### config.mk
export PLATFORM = sky130hd
export DESIGN_NAME = rtds_aurora_bridge
export DESIGN_NICKNAME = d
export VERILOG_FILES = /design/src/aurora_pkg.sv /design/src/axi_lite_regs.sv /design/src/seq_appender.sv /design/src/seq_stripper.sv /design/src/loop_fifo.sv /design/src/tx_path_select.sv /design/src/rtds_aurora_bridge.sv
export SDC_FILE = /design/constraint.sdc
export NUM_CORES = 1
export LEC_CHECK = 0
export ABC_AREA = 1
export BUFFER_PORTS_ARGS = -buffer_cell sky130_fd_sc_hd__buf_2
export CAP_MARGIN = 25
export CELL_PAD_IN_SITES_DETAIL_PLACEMENT = 1
export CELL_PAD_IN_SITES_GLOBAL_PLACEMENT = 1
export CORE_MARGIN = 5
export CORE_UTILIZATION = 48
export DETAILED_ROUTE_END_ITERATION = 7
export GPL_TIMING_DRIVEN = 0
export HOLD_SLACK_MARGIN = 0.03
export PLACE_DENSITY_LB_ADDON = 0.1
export SYNTH_ARGS = -nofsm -noshare
export SYNTH_HDL_FRONTEND = slang
export SYNTH_SLANG_ARGS = --single-unit
### constraint.sdc
create_clock -name usr_clk -period 3.9 [get_ports usr_clk]
set_input_delay 0.39 -clock usr_clk [delete_from_list [all_inputs] [get_ports usr_clk]]
set_output_delay 0.39 -clock usr_clk [all_outputs]
set_load 0.005 [all_outputs]
### src/aurora_pkg.sv
package aurora_pkg;

   // Widths and sizes shared by the whole bridge
   localparam int data_w      = 32; // Stream and register data width
   localparam int axi_addr_w  = 6;  // Register bus byte address width
   localparam int frame_cnt_w = 64; // Each frame counter
   localparam int loop_depth  = 16; // Loopback FIFO entries
   localparam int loop_ptr_w  = $clog2(loop_depth);

   // One stream beat, ready travels on its own wire
   typedef struct packed {
      logic              valid;
      logic [data_w-1:0] data;
      logic              last;
   } axis_beat_t;

   // Control register, loopback sits in bit 0
   typedef struct packed {
      logic strip_en; // Drop trailing sequence word on receive
      logic loopback; // Send received frames straight back out
   } ctrl_t;

   // Register word addresses, byte address bits 5 to 2
   typedef enum logic [3:0] {
      STAT       = 4'd0,
      CTRL       = 4'd1,
      CNTR_IN_L  = 4'd2,
      CNTR_IN_H  = 4'd3,
      CNTR_OUT_H = 4'd6,
      CNTR_OUT_L = 4'd7
   } reg_addr_e;

   // Sequence appender FSM
   typedef enum logic {
      DATA,    // Forwarding user beats
      TRAILER  // Presenting the sequence word
   } append_state_e;

endpackage

### src/axi_lite_regs.sv
`timescale 1ns/1ps

module axi_lite_regs (
   input  logic                               usr_clk,
   input  logic                               S_AXI_ARESETN,
   input  logic [aurora_pkg::axi_addr_w-1:0]  S_AXI_AWADDR,
   input  logic                               S_AXI_AWVALID,
   output logic                               S_AXI_AWREADY,
   input  logic [aurora_pkg::data_w-1:0]      S_AXI_WDATA,
   input  logic                               S_AXI_WVALID,
   output logic                               S_AXI_WREADY,
   output logic                               S_AXI_BVALID,
   input  logic                               S_AXI_BREADY,
   input  logic [aurora_pkg::axi_addr_w-1:0]  S_AXI_ARADDR,
   input  logic                               S_AXI_ARVALID,
   output logic                               S_AXI_ARREADY,
   output logic [aurora_pkg::data_w-1:0]      S_AXI_RDATA,
   output logic                               S_AXI_RVALID,
   input  logic                               S_AXI_RREADY,
   input  aurora_pkg::axis_beat_t             link_rx,
   input  aurora_pkg::axis_beat_t             link_tx,
   input  logic                               link_tx_ready,
   input  logic                               channel_up,
   input  logic                               fifo_overflow,
   output aurora_pkg::ctrl_t                  ctrl
);
   import aurora_pkg::*;

   logic [axi_addr_w-1:0]  aw_addr;   // Address captured at write accept
   logic                   wr_accept;
   logic                   wr_en;
   logic                   rd_accept;
   logic [frame_cnt_w-1:0] cnt_in;    // Frames seen on link receive
   logic [frame_cnt_w-1:0] cnt_out;   // Frames sent on link transmit

   // Take a write only with both channels valid and no response pending
   assign wr_accept = !S_AXI_AWREADY && S_AXI_AWVALID && S_AXI_WVALID && !S_AXI_BVALID;
   assign wr_en     = S_AXI_AWVALID && S_AXI_WVALID && S_AXI_AWREADY && S_AXI_WREADY;
   assign rd_accept = !S_AXI_ARREADY && S_AXI_ARVALID && !S_AXI_RVALID;

   always_ff @(posedge usr_clk) begin
      if (!S_AXI_ARESETN) begin
         S_AXI_AWREADY <= 1'b0;
         S_AXI_WREADY  <= 1'b0;
      end else begin
         S_AXI_AWREADY <= wr_accept; // One-cycle pulse
         S_AXI_WREADY  <= wr_accept;
      end
   end

   always_ff @(posedge usr_clk) begin
      if (wr_accept) begin
         aw_addr <= S_AXI_AWADDR;
      end
   end

   // Control bits, only CTRL is writable
   always_ff @(posedge usr_clk) begin
      if (!S_AXI_ARESETN) begin
         ctrl.loopback <= 1'b0;
         ctrl.strip_en <= 1'b1; // Strip by default
      end else if (wr_en && reg_addr_e'(aw_addr[axi_addr_w-1:2]) == CTRL) begin
         ctrl <= ctrl_t'(S_AXI_WDATA[1:0]);
      end
   end

   // Write response
   always_ff @(posedge usr_clk) begin
      if (!S_AXI_ARESETN) begin
         S_AXI_BVALID <= 1'b0;
      end else if (wr_en) begin
         S_AXI_BVALID <= 1'b1;
      end else if (S_AXI_BREADY) begin
         S_AXI_BVALID <= 1'b0; // Held until the master takes it
      end
   end

   // Read handshake, data ready together with RVALID
   always_ff @(posedge usr_clk) begin
      if (!S_AXI_ARESETN) begin
         S_AXI_ARREADY <= 1'b0;
         S_AXI_RVALID  <= 1'b0;
      end else begin
         S_AXI_ARREADY <= rd_accept;
         if (rd_accept) begin
            S_AXI_RVALID <= 1'b1;
         end else if (S_AXI_RREADY) begin
            S_AXI_RVALID <= 1'b0;
         end
      end
   end

   // Read mux, decoded straight from ARADDR
   always_ff @(posedge usr_clk) begin
      if (rd_accept) begin
         case (reg_addr_e'(S_AXI_ARADDR[axi_addr_w-1:2]))
            STAT:       S_AXI_RDATA <= {{(data_w-2){1'b0}}, fifo_overflow, channel_up};
            CTRL:       S_AXI_RDATA <= {{(data_w-2){1'b0}}, ctrl};
            CNTR_IN_L:  S_AXI_RDATA <= cnt_in[data_w-1:0];
            CNTR_IN_H:  S_AXI_RDATA <= cnt_in[frame_cnt_w-1:data_w];
            CNTR_OUT_H: S_AXI_RDATA <= cnt_out[frame_cnt_w-1:data_w];
            CNTR_OUT_L: S_AXI_RDATA <= cnt_out[data_w-1:0];
            default:    S_AXI_RDATA <= '0; // Unmapped
         endcase
      end
   end

   // Frame counters, one count per last beat
   always_ff @(posedge usr_clk) begin
      if (!S_AXI_ARESETN) begin
         cnt_in  <= '0;
         cnt_out <= '0;
      end else begin
         if (link_rx.valid && link_rx.last) begin
            cnt_in <= cnt_in + 1'b1;
         end
         if (link_tx.valid && link_tx_ready && link_tx.last) begin
            cnt_out <= cnt_out + 1'b1; // Only accepted beats
         end
      end
   end

   // A read response always follows an address request
   rvalid_after_arvalid: assert property (@(posedge usr_clk) disable iff (!S_AXI_ARESETN)
      $rose(S_AXI_RVALID) |-> $past(S_AXI_ARVALID));

   // Write response is not withdrawn
   bvalid_held: assert property (@(posedge usr_clk) disable iff (!S_AXI_ARESETN)
      S_AXI_BVALID && !S_AXI_BREADY |=> S_AXI_BVALID);

endmodule

### src/seq_appender.sv
`timescale 1ns/1ps

module seq_appender (
   input  logic                   usr_clk,
   input  logic                   S_AXI_ARESETN,
   input  aurora_pkg::axis_beat_t s_axis,
   output logic                   s_axis_ready,
   output aurora_pkg::axis_beat_t app_tx,
   input  logic                   app_ready
);
   import aurora_pkg::*;

   append_state_e     state;
   logic [data_w-1:0] seq_num; // Number carried by the next trailer

   // Data beats go through untouched except last
   always_comb begin
      if (state == TRAILER) begin
         app_tx.valid = 1'b1;
         app_tx.data  = seq_num;
         app_tx.last  = 1'b1; // Trailer closes the frame
         s_axis_ready = 1'b0; // User waits behind the trailer
      end else begin
         app_tx.valid = s_axis.valid;
         app_tx.data  = s_axis.data;
         app_tx.last  = 1'b0;
         s_axis_ready = app_ready;
      end
   end

   always_ff @(posedge usr_clk) begin
      if (!S_AXI_ARESETN) begin
         state   <= DATA;
         seq_num <= '0;
      end else begin
         case (state)
            DATA: begin
               if (s_axis.valid && app_ready && s_axis.last) begin
                  state <= TRAILER; // End of user frame
               end
            end
            TRAILER: begin
               if (app_ready) begin
                  state   <= DATA;
                  seq_num <= seq_num + 1'b1; // Count accepted trailers
               end
            end
            default: state <= DATA;
         endcase
      end
   end

   // Stalled beat stays put, relies on the user source and the path select
   app_tx_stable: assert property (@(posedge usr_clk) disable iff (!S_AXI_ARESETN)
      app_tx.valid && !app_ready |=> $stable(app_tx));

endmodule

### src/seq_stripper.sv
`timescale 1ns/1ps

module seq_stripper (
   input  logic                   usr_clk,
   input  logic                   S_AXI_ARESETN,
   input  aurora_pkg::axis_beat_t link_rx,
   input  logic                   strip_en,
   output aurora_pkg::axis_beat_t m_axis
);
   import aurora_pkg::*;

   logic              in_frame;  // A beat of the current frame already seen
   logic              strip_cur; // strip_en as sampled at frame start
   logic              strip_eff;
   logic              have_held; // hold_data is a pending beat
   logic [data_w-1:0] hold_data;

   // Mode is fixed at the first beat
   assign strip_eff = in_frame ? strip_cur : strip_en;

   always_ff @(posedge usr_clk) begin
      if (!S_AXI_ARESETN) begin
         in_frame  <= 1'b0;
         strip_cur <= 1'b1;
         have_held <= 1'b0;
         m_axis    <= '0;
      end else begin
         m_axis.valid <= 1'b0; // Default idle
         if (link_rx.valid) begin
            in_frame  <= !link_rx.last;
            strip_cur <= strip_eff;
            if (strip_eff) begin
               // Release the previous beat one step behind
               m_axis.valid <= have_held;
               m_axis.data  <= hold_data;
               m_axis.last  <= link_rx.last;
               if (link_rx.last) begin
                  have_held <= 1'b0; // Sequence word discarded
               end else begin
                  have_held <= 1'b1;
               end
            end else begin
               m_axis <= link_rx; // Plain one-cycle register
            end
         end
      end
   end

   // Held payload, no reset
   always_ff @(posedge usr_clk) begin
      if (link_rx.valid && strip_eff && !link_rx.last) begin
         hold_data <= link_rx.data;
      end
   end

endmodule

### src/loop_fifo.sv
`timescale 1ns/1ps

module loop_fifo (
   input  logic                   usr_clk,
   input  logic                   S_AXI_ARESETN,
   input  logic                   wr_en,
   input  aurora_pkg::axis_beat_t link_rx,
   output aurora_pkg::axis_beat_t loop_tx,
   input  logic                   loop_ready,
   output logic                   fifo_overflow
);
   import aurora_pkg::*;

   logic [data_w:0]     mem [loop_depth]; // {last, data}
   logic [loop_ptr_w:0] wr_ptr;           // Extra bit tells full from empty
   logic [loop_ptr_w:0] rd_ptr;
   logic [loop_ptr_w:0] level;
   logic                empty;
   logic                full;
   logic                push;
   logic                pop;

   assign empty = wr_ptr == rd_ptr;
   assign full  = (wr_ptr[loop_ptr_w] != rd_ptr[loop_ptr_w]) &&
                  (wr_ptr[loop_ptr_w-1:0] == rd_ptr[loop_ptr_w-1:0]);
   assign level = wr_ptr - rd_ptr;
   assign push  = wr_en && link_rx.valid;
   assign pop   = loop_tx.valid && loop_ready;

   // Head beat shown combinationally
   assign loop_tx.valid = !empty;
   assign loop_tx.data  = mem[rd_ptr[loop_ptr_w-1:0]][data_w-1:0];
   assign loop_tx.last  = mem[rd_ptr[loop_ptr_w-1:0]][data_w];

   always_ff @(posedge usr_clk) begin
      if (push && !full) begin
         mem[wr_ptr[loop_ptr_w-1:0]] <= {link_rx.last, link_rx.data};
      end
   end

   always_ff @(posedge usr_clk) begin
      if (!S_AXI_ARESETN) begin
         wr_ptr        <= '0;
         rd_ptr        <= '0;
         fifo_overflow <= 1'b0;
      end else begin
         if (push && !full) begin
            wr_ptr <= wr_ptr + 1'b1;
         end
         if (push && full) begin
            fifo_overflow <= 1'b1; // Beat lost, sticky
         end
         if (pop) begin
            rd_ptr <= rd_ptr + 1'b1;
         end
      end
   end

   // Read pointer never overtakes the write pointer
   no_pop_empty: assert property (@(posedge usr_clk) disable iff (!S_AXI_ARESETN)
      level <= loop_depth);

endmodule

### src/tx_path_select.sv
`timescale 1ns/1ps

module tx_path_select (
   input  logic                   usr_clk,
   input  logic                   S_AXI_ARESETN,
   input  logic                   loopback,
   input  aurora_pkg::axis_beat_t app_tx,
   output logic                   app_ready,
   input  aurora_pkg::axis_beat_t loop_tx,
   output logic                   loop_ready,
   output aurora_pkg::axis_beat_t link_tx,
   input  logic                   link_tx_ready
);
   import aurora_pkg::*;

   logic sel_loop;   // Registered path choice
   logic frame_open; // Accepted beats of an unfinished frame
   logic link_idle;
   logic frame_end;

   assign link_idle = !frame_open && !link_tx.valid;
   assign frame_end = link_tx.valid && link_tx_ready && link_tx.last;

   // Data path stays combinational
   assign link_tx    = sel_loop ? loop_tx : app_tx;
   assign app_ready  = !sel_loop && link_tx_ready;
   assign loop_ready = sel_loop && link_tx_ready; // Unselected side sees ready low

   always_ff @(posedge usr_clk) begin
      if (!S_AXI_ARESETN) begin
         sel_loop   <= 1'b0;
         frame_open <= 1'b0;
      end else begin
         if (link_tx.valid && link_tx_ready) begin
            frame_open <= !link_tx.last;
         end
         if (link_idle || frame_end) begin
            sel_loop <= loopback; // Switch only between frames
         end
      end
   end

endmodule

### src/rtds_aurora_bridge.sv
`timescale 1ns/1ps

module rtds_aurora_bridge (
   input  logic                               usr_clk,
   input  logic                               S_AXI_ARESETN,
   input  aurora_pkg::axis_beat_t             s_axis,
   output logic                               s_axis_ready,
   output aurora_pkg::axis_beat_t             m_axis,
   output aurora_pkg::axis_beat_t             link_tx,
   input  logic                               link_tx_ready,
   input  aurora_pkg::axis_beat_t             link_rx,
   input  logic                               channel_up,
   input  logic [aurora_pkg::axi_addr_w-1:0]  S_AXI_AWADDR,
   input  logic                               S_AXI_AWVALID,
   output logic                               S_AXI_AWREADY,
   input  logic [aurora_pkg::data_w-1:0]      S_AXI_WDATA,
   input  logic                               S_AXI_WVALID,
   output logic                               S_AXI_WREADY,
   output logic                               S_AXI_BVALID,
   input  logic                               S_AXI_BREADY,
   input  logic [aurora_pkg::axi_addr_w-1:0]  S_AXI_ARADDR,
   input  logic                               S_AXI_ARVALID,
   output logic                               S_AXI_ARREADY,
   output logic [aurora_pkg::data_w-1:0]      S_AXI_RDATA,
   output logic                               S_AXI_RVALID,
   input  logic                               S_AXI_RREADY
);
   import aurora_pkg::*;

   ctrl_t      ctrl;
   axis_beat_t app_tx;        // User frames with trailer
   logic       app_ready;
   axis_beat_t loop_tx;       // Received frames headed back out
   logic       loop_ready;
   logic       fifo_overflow;

   axi_lite_regs axi_lite_regs_inst (
      .usr_clk       (usr_clk),
      .S_AXI_ARESETN (S_AXI_ARESETN),
      .S_AXI_AWADDR  (S_AXI_AWADDR),
      .S_AXI_AWVALID (S_AXI_AWVALID),
      .S_AXI_AWREADY (S_AXI_AWREADY),
      .S_AXI_WDATA   (S_AXI_WDATA),
      .S_AXI_WVALID  (S_AXI_WVALID),
      .S_AXI_WREADY  (S_AXI_WREADY),
      .S_AXI_BVALID  (S_AXI_BVALID),
      .S_AXI_BREADY  (S_AXI_BREADY),
      .S_AXI_ARADDR  (S_AXI_ARADDR),
      .S_AXI_ARVALID (S_AXI_ARVALID),
      .S_AXI_ARREADY (S_AXI_ARREADY),
      .S_AXI_RDATA   (S_AXI_RDATA),
      .S_AXI_RVALID  (S_AXI_RVALID),
      .S_AXI_RREADY  (S_AXI_RREADY),
      .link_rx       (link_rx),
      .link_tx       (link_tx),
      .link_tx_ready (link_tx_ready),
      .channel_up    (channel_up),
      .fifo_overflow (fifo_overflow),
      .ctrl          (ctrl)
   );

   seq_appender seq_appender_inst (
      .usr_clk       (usr_clk),
      .S_AXI_ARESETN (S_AXI_ARESETN),
      .s_axis        (s_axis),
      .s_axis_ready  (s_axis_ready),
      .app_tx        (app_tx),
      .app_ready     (app_ready)
   );

   // Receive side, link cannot be stalled
   seq_stripper seq_stripper_inst (
      .usr_clk       (usr_clk),
      .S_AXI_ARESETN (S_AXI_ARESETN),
      .link_rx       (link_rx),
      .strip_en      (ctrl.strip_en),
      .m_axis        (m_axis)
   );

   loop_fifo loop_fifo_inst (
      .usr_clk       (usr_clk),
      .S_AXI_ARESETN (S_AXI_ARESETN),
      .wr_en         (ctrl.loopback), // Fill only in loopback mode
      .link_rx       (link_rx),
      .loop_tx       (loop_tx),
      .loop_ready    (loop_ready),
      .fifo_overflow (fifo_overflow)
   );

   tx_path_select tx_path_select_inst (
      .usr_clk       (usr_clk),
      .S_AXI_ARESETN (S_AXI_ARESETN),
      .loopback      (ctrl.loopback),
      .app_tx        (app_tx),
      .app_ready     (app_ready),
      .loop_tx       (loop_tx),
      .loop_ready    (loop_ready),
      .link_tx       (link_tx),
      .link_tx_ready (link_tx_ready)
   );

endmodule

==> impl_results.html, run 1 <==
<table>
<tr><th>Metric</th><th>Value</th></tr>
<tr><th colspan="2">Setup path</th></tr>
<tr><td>Startpoint type of the worst setup path</td><td>flip-flop</td></tr>
<tr><td>Maximum fanout along the worst path</td><td>10</td></tr>
<tr><td>CP Cell Sequence</td><td>clkbuf_1, clkbuf_1, clkbuf_2, o21ai_0, o221ai_1, nand3_1, a31oi_1, buf_2</td></tr>
<tr><td>Crit path arrival time</td><td>roughly 3500 ps</td></tr>
<tr><td>R2r setup slk</td><td>about 940 ps</td></tr>
<tr><td>Critical Path Sink</td><td>link_tx[31]</td></tr>
<tr><td>R2R Path End</td><td>loop_fifo_inst.mem[15][10]</td></tr>
<tr><td>Number of cells on the worst reg-to-reg path</td><td>9</td></tr>
<tr><td>Cell at the slowest stage of the critical path</td><td>clkbuf_1</td></tr>
<tr><td>Setup CP Type</td><td>flip-flop to primary output</td></tr>
<tr><td>Nature of the critical path endpoint</td><td>primary output</td></tr>
<tr><td>Largest stage delay on the critical path</td><td>530 ps</td></tr>
<tr><td>Dominant cell type by count on the critical path</td><td>clkbuf_1</td></tr>
<tr><td>Worst r2r src</td><td>loop_fifo_inst.wr_ptr[3]</td></tr>
<tr><td>Data required time of the critical path</td><td>3510 ps</td></tr>
<tr><th colspan="2">Clock tree</th></tr>
<tr><td>Number of buffers created by CTS</td><td>between 80 and 90</td></tr>
<tr><td>Clk sink count</td><td>817</td></tr>
<tr><td>Clock-pin slew of the registers on the worst-case setup and hold paths</td><td>~60 ps</td></tr>
<tr><td>Clock latency at the later pin of the worst-skew pair</td><td>680 ps</td></tr>
<tr><td>TritonCTS clock tree</td><td>yes</td></tr>
<tr><td>Clock root buffer</td><td>clkbuf_16</td></tr>
<tr><td>Buffers from clock root to sink, at most</td><td>3</td></tr>
<tr><td>CTS H-tree lvls</td><td>3</td></tr>
<tr><td>Postcts setup bufs</td><td>0</td></tr>
<tr><th colspan="2">GRT</th></tr>
<tr><td>Largest net degree at the start of global routing</td><td>34</td></tr>
<tr><td>Total congestion overflow after global routing</td><td>0</td></tr>
<tr><td>All-layer global routing usage</td><td>0.339</td></tr>
<tr><td>Antenna violations before repair</td><td>3</td></tr>
<tr><td>First-pass GRT wire length</td><td>207 mm</td></tr>
<tr><td>Via count of the first global-routing pass</td><td>32000</td></tr>
<tr><th colspan="2">Logic synthesis</th></tr>
<tr><td>Top cells by area, synth</td><td>edfxtp_1 (49%), dfxtp_1 (12%), nor2_1 (5.9%), nand2_1 (5.7%), o21ai_0 (4.3%)</td></tr>
<tr><td>Post-Syn Area</td><td>0.0364 mm²</td></tr>
<tr><td>Commonest register cell after synthesis</td><td>edfxtp_1</td></tr>
<tr><td>Synthesis Warnings</td><td>0</td></tr>
<tr><td>Number of enable flip-flop cells after synthesis</td><td>roughly 600</td></tr>
<tr><td>Flops &amp; latches, synth</td><td>817</td></tr>
<tr><td>Fraction of post-synthesis cell area in the top cell type by area</td><td>0.492</td></tr>
<tr><td>Number of cells produced by synthesis</td><td>roughly 3700</td></tr>
<tr><td>Sequential fraction of the synthesis area</td><td>0.614</td></tr>
<tr><td>Post-synthesis cell type with the largest combined area</td><td>edfxtp_1</td></tr>
<tr><td>Per-instance average area after synthesis</td><td>9.76 µm²</td></tr>
<tr><td>Fraction of registers with async set/reset</td><td>0</td></tr>
<tr><td>Post-Synthesis Net Count</td><td>3854</td></tr>
<tr><td>Unique masters post-synth</td><td>49</td></tr>
<tr><th colspan="2">Route</th></tr>
<tr><td>DR iter-0 viols</td><td>between 2000 and 3000</td></tr>
<tr><td>Aggregate routed wire length</td><td>142 mm</td></tr>
<tr><td>Remaining design rule violation count</td><td>0</td></tr>
<tr><td>Detailed-route vias per instance</td><td>6.16</td></tr>
<tr><td>Initial DRT Pass Iterations</td><td>5</td></tr>
<tr><td>Number of antenna-violating nets in the routed design</td><td>0</td></tr>
<tr><td>Detailed-route wire length per cell</td><td>28.0 µm</td></tr>
<tr><td>Via count</td><td>31400</td></tr>
<tr><th colspan="2">STA</th></tr>
<tr><td>Peak clock frequency supported by timing</td><td>256 MHz</td></tr>
<tr><td>Time the worst path needs with I/O delays and setup</td><td>3910 ps</td></tr>
<tr><td>Final setup skew</td><td>48.6 ps</td></tr>
<tr><td>Setup repair after global routing missed its margin</td><td>true</td></tr>
<tr><td>Final slew viol count</td><td>0</td></tr>
<tr><td>Hold Vio Cnt, Final</td><td>0</td></tr>
<tr><td>Final worst-path setup slack</td><td>-11.0 ps</td></tr>
<tr><td>Slew at the pin closest to its max-slew limit</td><td>between 1000 and 1500 ps</td></tr>
<tr><td>Portion of the clock cycle consumed by the worst path in the final layout</td><td>1.00</td></tr>
<tr><td>Final setup fails</td><td>2</td></tr>
<tr><td>Max transition margin</td><td>0.236</td></tr>
<tr><th colspan="2">Cells and area</th></tr>
<tr><td>Layout overhead on the synthesized area</td><td>16.2%</td></tr>
<tr><td>Diodes inserted</td><td>0</td></tr>
<tr><td>Share of cells above drive strength 1</td><td>0.118</td></tr>
<tr><td>Layout Nets</td><td>between 4000 and 5000</td></tr>
<tr><td>Most common cell after layout, fill and taps aside</td><td>edfxtp_1</td></tr>
<tr><td>Non-Filler Instances</td><td>5089</td></tr>
<tr><td>Commonest cells after routing, fill and taps aside</td><td>edfxtp_1 (596), nand2_1 (554), nor2_1 (553), o21ai_0 (311), nand3_1 (301)</td></tr>
<tr><td>Cell area after layout</td><td>0.0422 mm²</td></tr>
<tr><th colspan="2">Floorplan</th></tr>
<tr><td>Die width</td><td>roughly 290 µm</td></tr>
<tr><td>Total I/O pin count</td><td>227</td></tr>
<tr><td>Core Region</td><td>0.0756 mm²</td></tr>
<tr><td>Area of the die</td><td>between 0.08 and 0.09 mm²</td></tr>
<tr><td>Starting density of the core</td><td>0.481</td></tr>
<tr><td>Core Rows</td><td>101</td></tr>
<tr><td>Die outline height</td><td>285 µm</td></tr>
<tr><th colspan="2">Power and ir drop</th></tr>
<tr><td>Internal power consumption</td><td>0.0146 W</td></tr>
<tr><td>Areal power density over the cells</td><td>453 mW/mm²</td></tr>
<tr><td>Leakage component of the power</td><td>between 10 and 15 nW</td></tr>
<tr><td>Proportion of total power due to net switching</td><td>0.237</td></tr>
<tr><td>Proportion of power drawn by combinational gates</td><td>0.059</td></tr>
<tr><td>Part of the total power dissipated in sequential elements</td><td>0.492</td></tr>
<tr><td>Clock network fraction of design power</td><td>0.449</td></tr>
<tr><td>P_sw</td><td>0.00452 W</td></tr>
<tr><td>Tot Pwr</td><td>around 0.019 W</td></tr>
<tr><td>Largest voltage drop on the vdd net</td><td>approximately 0.00039 V</td></tr>
<tr><th colspan="2">Place</th></tr>
<tr><td>Placed Cells incl. Taps</td><td>between 4000 and 5000</td></tr>
<tr><td>Placed wire-length estimate</td><td>103 mm</td></tr>
<tr><td>Placer congestion estimate</td><td>0.967</td></tr>
<tr><td>Cell area after placement</td><td>0.0391 mm²</td></tr>
<tr><td>Dpl ws</td><td>477 ps</td></tr>
<tr><td>Port Buffers</td><td>around 190</td></tr>
<tr><th colspan="2">Run</th></tr>
<tr><td>Max-capacitance violation count</td><td>0</td></tr>
<tr><th colspan="2">Hold path</th></tr>
<tr><td>Hold/Removal Path Class</td><td>input port to flip-flop</td></tr>
<tr><td>Instance count along the most critical hold path</td><td>3</td></tr>
<tr><th colspan="2">Outcome</th></tr>
<tr><td>Violated checks</td><td>negative setup slack</td></tr>
<tr><td>Run status</td><td>finished, violations left</td></tr>
</table>
-- layout make-up --
cell class,count,area [µm²]
fill,8477,33300
sequential,817,22300
multi-input combinational,2423,12300
clock buffer,116,2440
timing repair buffer,225,1480
tap,978,1220
inverter,286,1080
buffer,199,888
clock inverter,45,534
-- routing by layer --
| metal | global-route usage | wire length [µm] | vias up |
|---|---|---|---|
| li1 | - | - | 13700 |
| met1 | 0.415 | 53600 | 15600 |
| met2 | 0.574 | 68500 | 1621 |
| met3 | 0.0542 | 10500 | 432 |
| met4 | 0.190 | 9830 | 4 |
| met5 | 0 | 24 | - |
-- worst min-delay path by stage --
stage / start / endpoint / slack, ps
after floorplan: seq_stripper_inst.strip_cur / seq_stripper_inst.strip_cur / 430
after global placement: seq_stripper_inst.m_axis[0] / seq_stripper_inst.m_axis[0] / 450
after detailed placement: seq_stripper_inst.m_axis[0] / seq_stripper_inst.m_axis[0] / 460
after CTS: channel_up / axi_lite_regs_inst.S_AXI_RDATA[0] / 90
after global routing: link_rx[23] / seq_stripper_inst.hold_data[22] / 130
final: channel_up / axi_lite_regs_inst.S_AXI_RDATA[0] / 110
-- power groups by stage --
stage | combinational, W | sequential (W) | clock [W]
after global placement | 0.00106 | 0.00960 | 0
after floorplan | 0.000436 | 0.00960 | 0
after global routing | 0.00119 | 0.00942 | 0.00905
after CTS | 0.00111 | 0.00941 | 0.00864
final | 0.00113 | 0.00941 | 0.00859
after detailed placement | 0.00109 | 0.00960 | 0
-- sequential cells by signal, indices dropped and copies added (netlist names), 2 cells and up, named ones only --
| name | flops |
|---|---|
| loop_fifo_inst.rd_ptr | 5 |
| seq_appender_inst.seq_num | 32 |
| axi_lite_regs_inst.S_AXI_RDATA | 32 |
| axi_lite_regs_inst.cnt_out | 64 |
| seq_stripper_inst.hold_data | 32 |
| seq_stripper_inst.m_axis | 34 |
| axi_lite_regs_inst.aw_addr | 4 |
| loop_fifo_inst.wr_ptr | 5 |
| axi_lite_regs_inst.cnt_in | 64 |
| loop_fifo_inst.mem | 528 |
| axi_lite_regs_inst.ctrl | 2 |
-- worst max-delay path: cells and delay by family (launching register included) --
family	cells	cell delay [ps]
and+or+nand+nor	1	250
DFF	1	310
buffers and inverters	4	1470
AOI/OAI and AO/OA	3	840
-- through the flow --
step                      setup TNS, ps  hold WS, ps   util
after floorplan                       0          433      -
after global placement          -454020          447  0.510
after detailed placement              0          459  0.517
after CTS                             0         92.4  0.558
after global routing              -39.1          126  0.559
final                             -14.2          114  0.559
-- repair_timing --
| item | in CTS | in global routing |
|---|---|---|
| endpoints found under the hold margin | 9 | 0 |
| hold buffers | 11 | 0 |
| setup endpoints to repair | 16 | 14 |
| gates resized for setup | 20 | 41 |
-- cells by family after synthesis --
| group | synth area share |
|---|---|
| flip-flops | 0.614 |
| adder cells (fa/ha/maj) | 0.00275 |
| XOR/XNOR | 0.0198 |
| AND/OR/NAND/NOR | 0.186 |
| AO/OA/AOI/OAI | 0.124 |
| buffers and inverters | 0.0528 |
-- cell usage after synthesis (6+ instances only) --
master,count
edfxtp_1,596
nor2_1,570
nand2_1,554
o21ai_0,311
nand3_1,301
inv_1,275
dfxtp_1,221
clkbuf_1,152
a21oi_1,132
o221ai_1,115
xor2_1,74
nor3_1,69
o211ai_1,49
o22ai_1,42
nand4_1,37
a31oi_1,35
a311o_1,21
buf_2,20
o21ai_1,20
buf_1,13
and2_1,11
nor2_2,11
inv_2,9
buf_4,8
ha_1,8
xnor2_1,8
nand2_2,7
nand3b_1,7
nor3_2,6
o2111ai_1,6
Power figures use the tool's default switching activity.
==> inputs of run 2 (changes only) <==
==> constraint.sdc (replaced) <==
create_clock -name usr_clk -period 3.9 [get_ports usr_clk]
set_input_delay 0.39 -clock usr_clk [delete_from_list [all_inputs] [get_ports usr_clk]]
set_output_delay 0.39 -clock usr_clk [all_outputs]
set_load 0.01 [all_outputs]
==> impl_results.html, run 2 (synthesis gave the netlist of run 1 again) <==
<table>
<tr><th>Metric</th><th>Value</th></tr>
<tr><th colspan="2">Setup path</th></tr>
<tr><td>Data required time of the critical path</td><td>between 3000 and 4000 ps</td></tr>
<tr><td>Setup CP Type</td><td>flip-flop to primary output</td></tr>
<tr><td>Startpoint type of the worst setup path</td><td>flip-flop</td></tr>
<tr><td>Crit path arrival time</td><td>3580 ps</td></tr>
<tr><td>R2r setup slk</td><td>950 ps</td></tr>
<tr><td>Worst r2r src</td><td>loop_fifo_inst.wr_ptr[3]</td></tr>
<tr><td>Number of cells on the worst reg-to-reg path</td><td>9</td></tr>
<tr><td>R2R Path End</td><td>loop_fifo_inst.mem[15][10]</td></tr>
<tr><td>Maximum fanout along the worst path</td><td>10</td></tr>
<tr><td>Nature of the critical path endpoint</td><td>primary output</td></tr>
<tr><th colspan="2">Cells and area</th></tr>
<tr><td>Layout Nets</td><td>4170</td></tr>
<tr><td>Commonest cells after routing, fill and taps aside</td><td>edfxtp_1 (596), nand2_1 (554), nor2_1 (553), o21ai_0 (311), nand3_1 (301)</td></tr>
<tr><td>Share of cells above drive strength 1</td><td>0.118</td></tr>
<tr><td>Max FFs per register</td><td>528</td></tr>
<tr><td>Diodes inserted</td><td>0</td></tr>
<tr><td>Layout overhead on the synthesized area</td><td>16.2%</td></tr>
<tr><td>Most common cell after layout, fill and taps aside</td><td>edfxtp_1</td></tr>
<tr><th colspan="2">STA</th></tr>
<tr><td>Final setup fails</td><td>2</td></tr>
<tr><td>Max transition margin</td><td>0.230</td></tr>
<tr><td>Final setup skew</td><td>48.8 ps</td></tr>
<tr><td>Final worst-path setup slack</td><td>-73.1 ps</td></tr>
<tr><td>Hold Vio Cnt, Final</td><td>0</td></tr>
<tr><td>Time the worst path needs with I/O delays and setup</td><td>3970 ps</td></tr>
<tr><td>Peak clock frequency supported by timing</td><td>252 MHz</td></tr>
<tr><td>Slew at the pin closest to its max-slew limit</td><td>1160 ps</td></tr>
<tr><td>Setup repair after global routing missed its margin</td><td>true</td></tr>
<tr><td>Hold WS</td><td>~110 ps</td></tr>
<tr><td>Final slew viol count</td><td>0</td></tr>
<tr><td>Portion of the clock cycle consumed by the worst path in the final layout</td><td>1.02</td></tr>
<tr><th colspan="2">Clock tree</th></tr>
<tr><td>Clock latency at the later pin of the worst-skew pair</td><td>roughly 690 ps</td></tr>
<tr><td>Clock-pin slew of the registers on the worst-case setup and hold paths</td><td>60 ps</td></tr>
<tr><td>CTS H-tree lvls</td><td>3</td></tr>
<tr><td>Clock root buffer</td><td>clkbuf_16</td></tr>
<tr><td>Postcts setup bufs</td><td>0</td></tr>
<tr><td>Clk sink count</td><td>817</td></tr>
<tr><td>Buffers from clock root to sink, at most</td><td>3</td></tr>
<tr><td>Number of buffers created by CTS</td><td>89</td></tr>
<tr><td>TritonCTS clock tree</td><td>yes</td></tr>
<tr><th colspan="2">Route</th></tr>
<tr><td>Number of antenna-violating nets in the routed design</td><td>0</td></tr>
<tr><td>DR iter-0 viols</td><td>3144</td></tr>
<tr><td>Via count</td><td>31300</td></tr>
<tr><td>Initial DRT Pass Iterations</td><td>6</td></tr>
<tr><td>Aggregate routed wire length</td><td>143 mm</td></tr>
<tr><td>Detailed-route vias per instance</td><td>about 6.1</td></tr>
<tr><td>Detailed-route wire length per cell</td><td>about 28 µm</td></tr>
<tr><td>Remaining design rule violation count</td><td>0</td></tr>
<tr><th colspan="2">Hold path</th></tr>
<tr><td>Min-Delay Endpoint</td><td>axi_lite_regs_inst.S_AXI_RDATA[0]</td></tr>
<tr><td>Source of the worst hold timing path</td><td>channel_up</td></tr>
<tr><td>Instance count along the most critical hold path</td><td>3</td></tr>
<tr><td>Hold/Removal Path Class</td><td>input port to flip-flop</td></tr>
<tr><th colspan="2">Power and ir drop</th></tr>
<tr><td>Leakage component of the power</td><td>14.3 nW</td></tr>
<tr><td>Areal power density over the cells</td><td>around 450 mW/mm²</td></tr>
<tr><td>Largest voltage drop on the vdd net</td><td>0.000392 V</td></tr>
<tr><th colspan="2">Place</th></tr>
<tr><td>Placed wire-length estimate</td><td>103 mm</td></tr>
<tr><td>Placer congestion estimate</td><td>0.967</td></tr>
<tr><td>Port Buffers</td><td>191</td></tr>
<tr><td>Dpl ws</td><td>458 ps</td></tr>
<tr><th colspan="2">Floorplan</th></tr>
<tr><td>Die width</td><td>between 200 and 300 µm</td></tr>
<tr><td>Die outline height</td><td>285 µm</td></tr>
<tr><td>Starting density of the core</td><td>0.481</td></tr>
<tr><td>Core Rows</td><td>roughly 100</td></tr>
<tr><td>Total I/O pin count</td><td>227</td></tr>
<tr><td>Core Region</td><td>about 0.076 mm²</td></tr>
<tr><td>Area of the die</td><td>0.0813 mm²</td></tr>
<tr><th colspan="2">GRT</th></tr>
<tr><td>Largest net degree at the start of global routing</td><td>34</td></tr>
<tr><td>All-layer global routing usage</td><td>0.339</td></tr>
<tr><td>Via count of the first global-routing pass</td><td>around 32000</td></tr>
<tr><td>Antenna violations before repair</td><td>5</td></tr>
<tr><td>First-pass GRT wire length</td><td>about 210 mm</td></tr>
<tr><td>Total congestion overflow after global routing</td><td>0</td></tr>
<tr><th colspan="2">Run</th></tr>
<tr><td>Max-capacitance violation count</td><td>0</td></tr>
<tr><th colspan="2">Outcome</th></tr>
<tr><td>Violated checks</td><td>negative setup slack</td></tr>
<tr><td>Run status</td><td>finished, violations left</td></tr>
</table>
run 2: cell count changes in the layout (fill, tap and decap cells not counted), sizes merged:
cell    before  now
clkbuf     270  271
buf        259  258
run 2: final cells by class:
class / instances / area (µm²)
fill: 8474 / 33300
sequential: 817 / 22300
multi-input combinational: 2423 / 12300
clock buffer: 116 / 2440
timing repair buffer: 225 / 1480
tap: 978 / 1220
inverter: 286 / 1080
buffer: 199 / 888
clock inverter: 45 / 534
run 2: through the flow:
step	total power, W	setup TNS (ps)	util	instances	area, µm²
global route	0.0197	-136	0.559	5089	42200
floorplan	0.0101	0	-	3725	36400
global placement	0.0107	-454020	0.510	4894	38500
CTS	0.0192	0	0.558	5088	42200
detailed placement	0.0107	0	0.517	4916	39100
finish	0.0192	-88.0	0.559	5089	42200
run 2: worst max-delay path by stage:
stage / from / end / slack, ps / cells past startpoint
global placement: loop_fifo_inst.wr_ptr[1] / loop_fifo_inst.mem[8][20] / -960 / 10
CTS: flip-flop / link_tx[28] / 7 / 9
finish: flip-flop / link_tx[31] / -70 / 8
floorplan: S_AXI_ARVALID / axi_lite_regs_inst.S_AXI_RDATA[0] / 770 / 2
global route: flip-flop / link_tx[1] / -70 / 5
detailed placement: flip-flop / link_tx[31] / 460 / 8
run 2: worst max-delay path: stages (launching register included):
cell,delay [ps]
dfxtp_1,310
clkbuf_1,330
clkbuf_1,550
clkbuf_2,420
o21ai_0,170
o221ai_1,190
nand3_1,240
a31oi_1,480
buf_2,220
run 2: power by group:
part           switching (W)  internal (W)  leakage, nW
logic               0.000877      0.000301         5.64
registers          0.0000319       0.00938         7.19
clock network        0.00366       0.00492         1.45
total                0.00457        0.0146         14.3
run 2: layer usage:
layer | track usage | up-vias | wire [µm]
met5 | 0 | - | 38
met3 | 0.0553 | 428 | 10200
li1 | - | 13700 | -
met2 | 0.575 | 1532 | 68600
met1 | 0.415 | 15600 | 54100
met4 | 0.188 | 6 | 9630
run 2: timing repair:
action                                 in CTS  in global routing
hold buffers                               11                  0
cloned                                      0                  0
endpoints found under the hold margin       9                  0
setup endpoints to repair                  16                 14
gates resized for setup                    24                 31
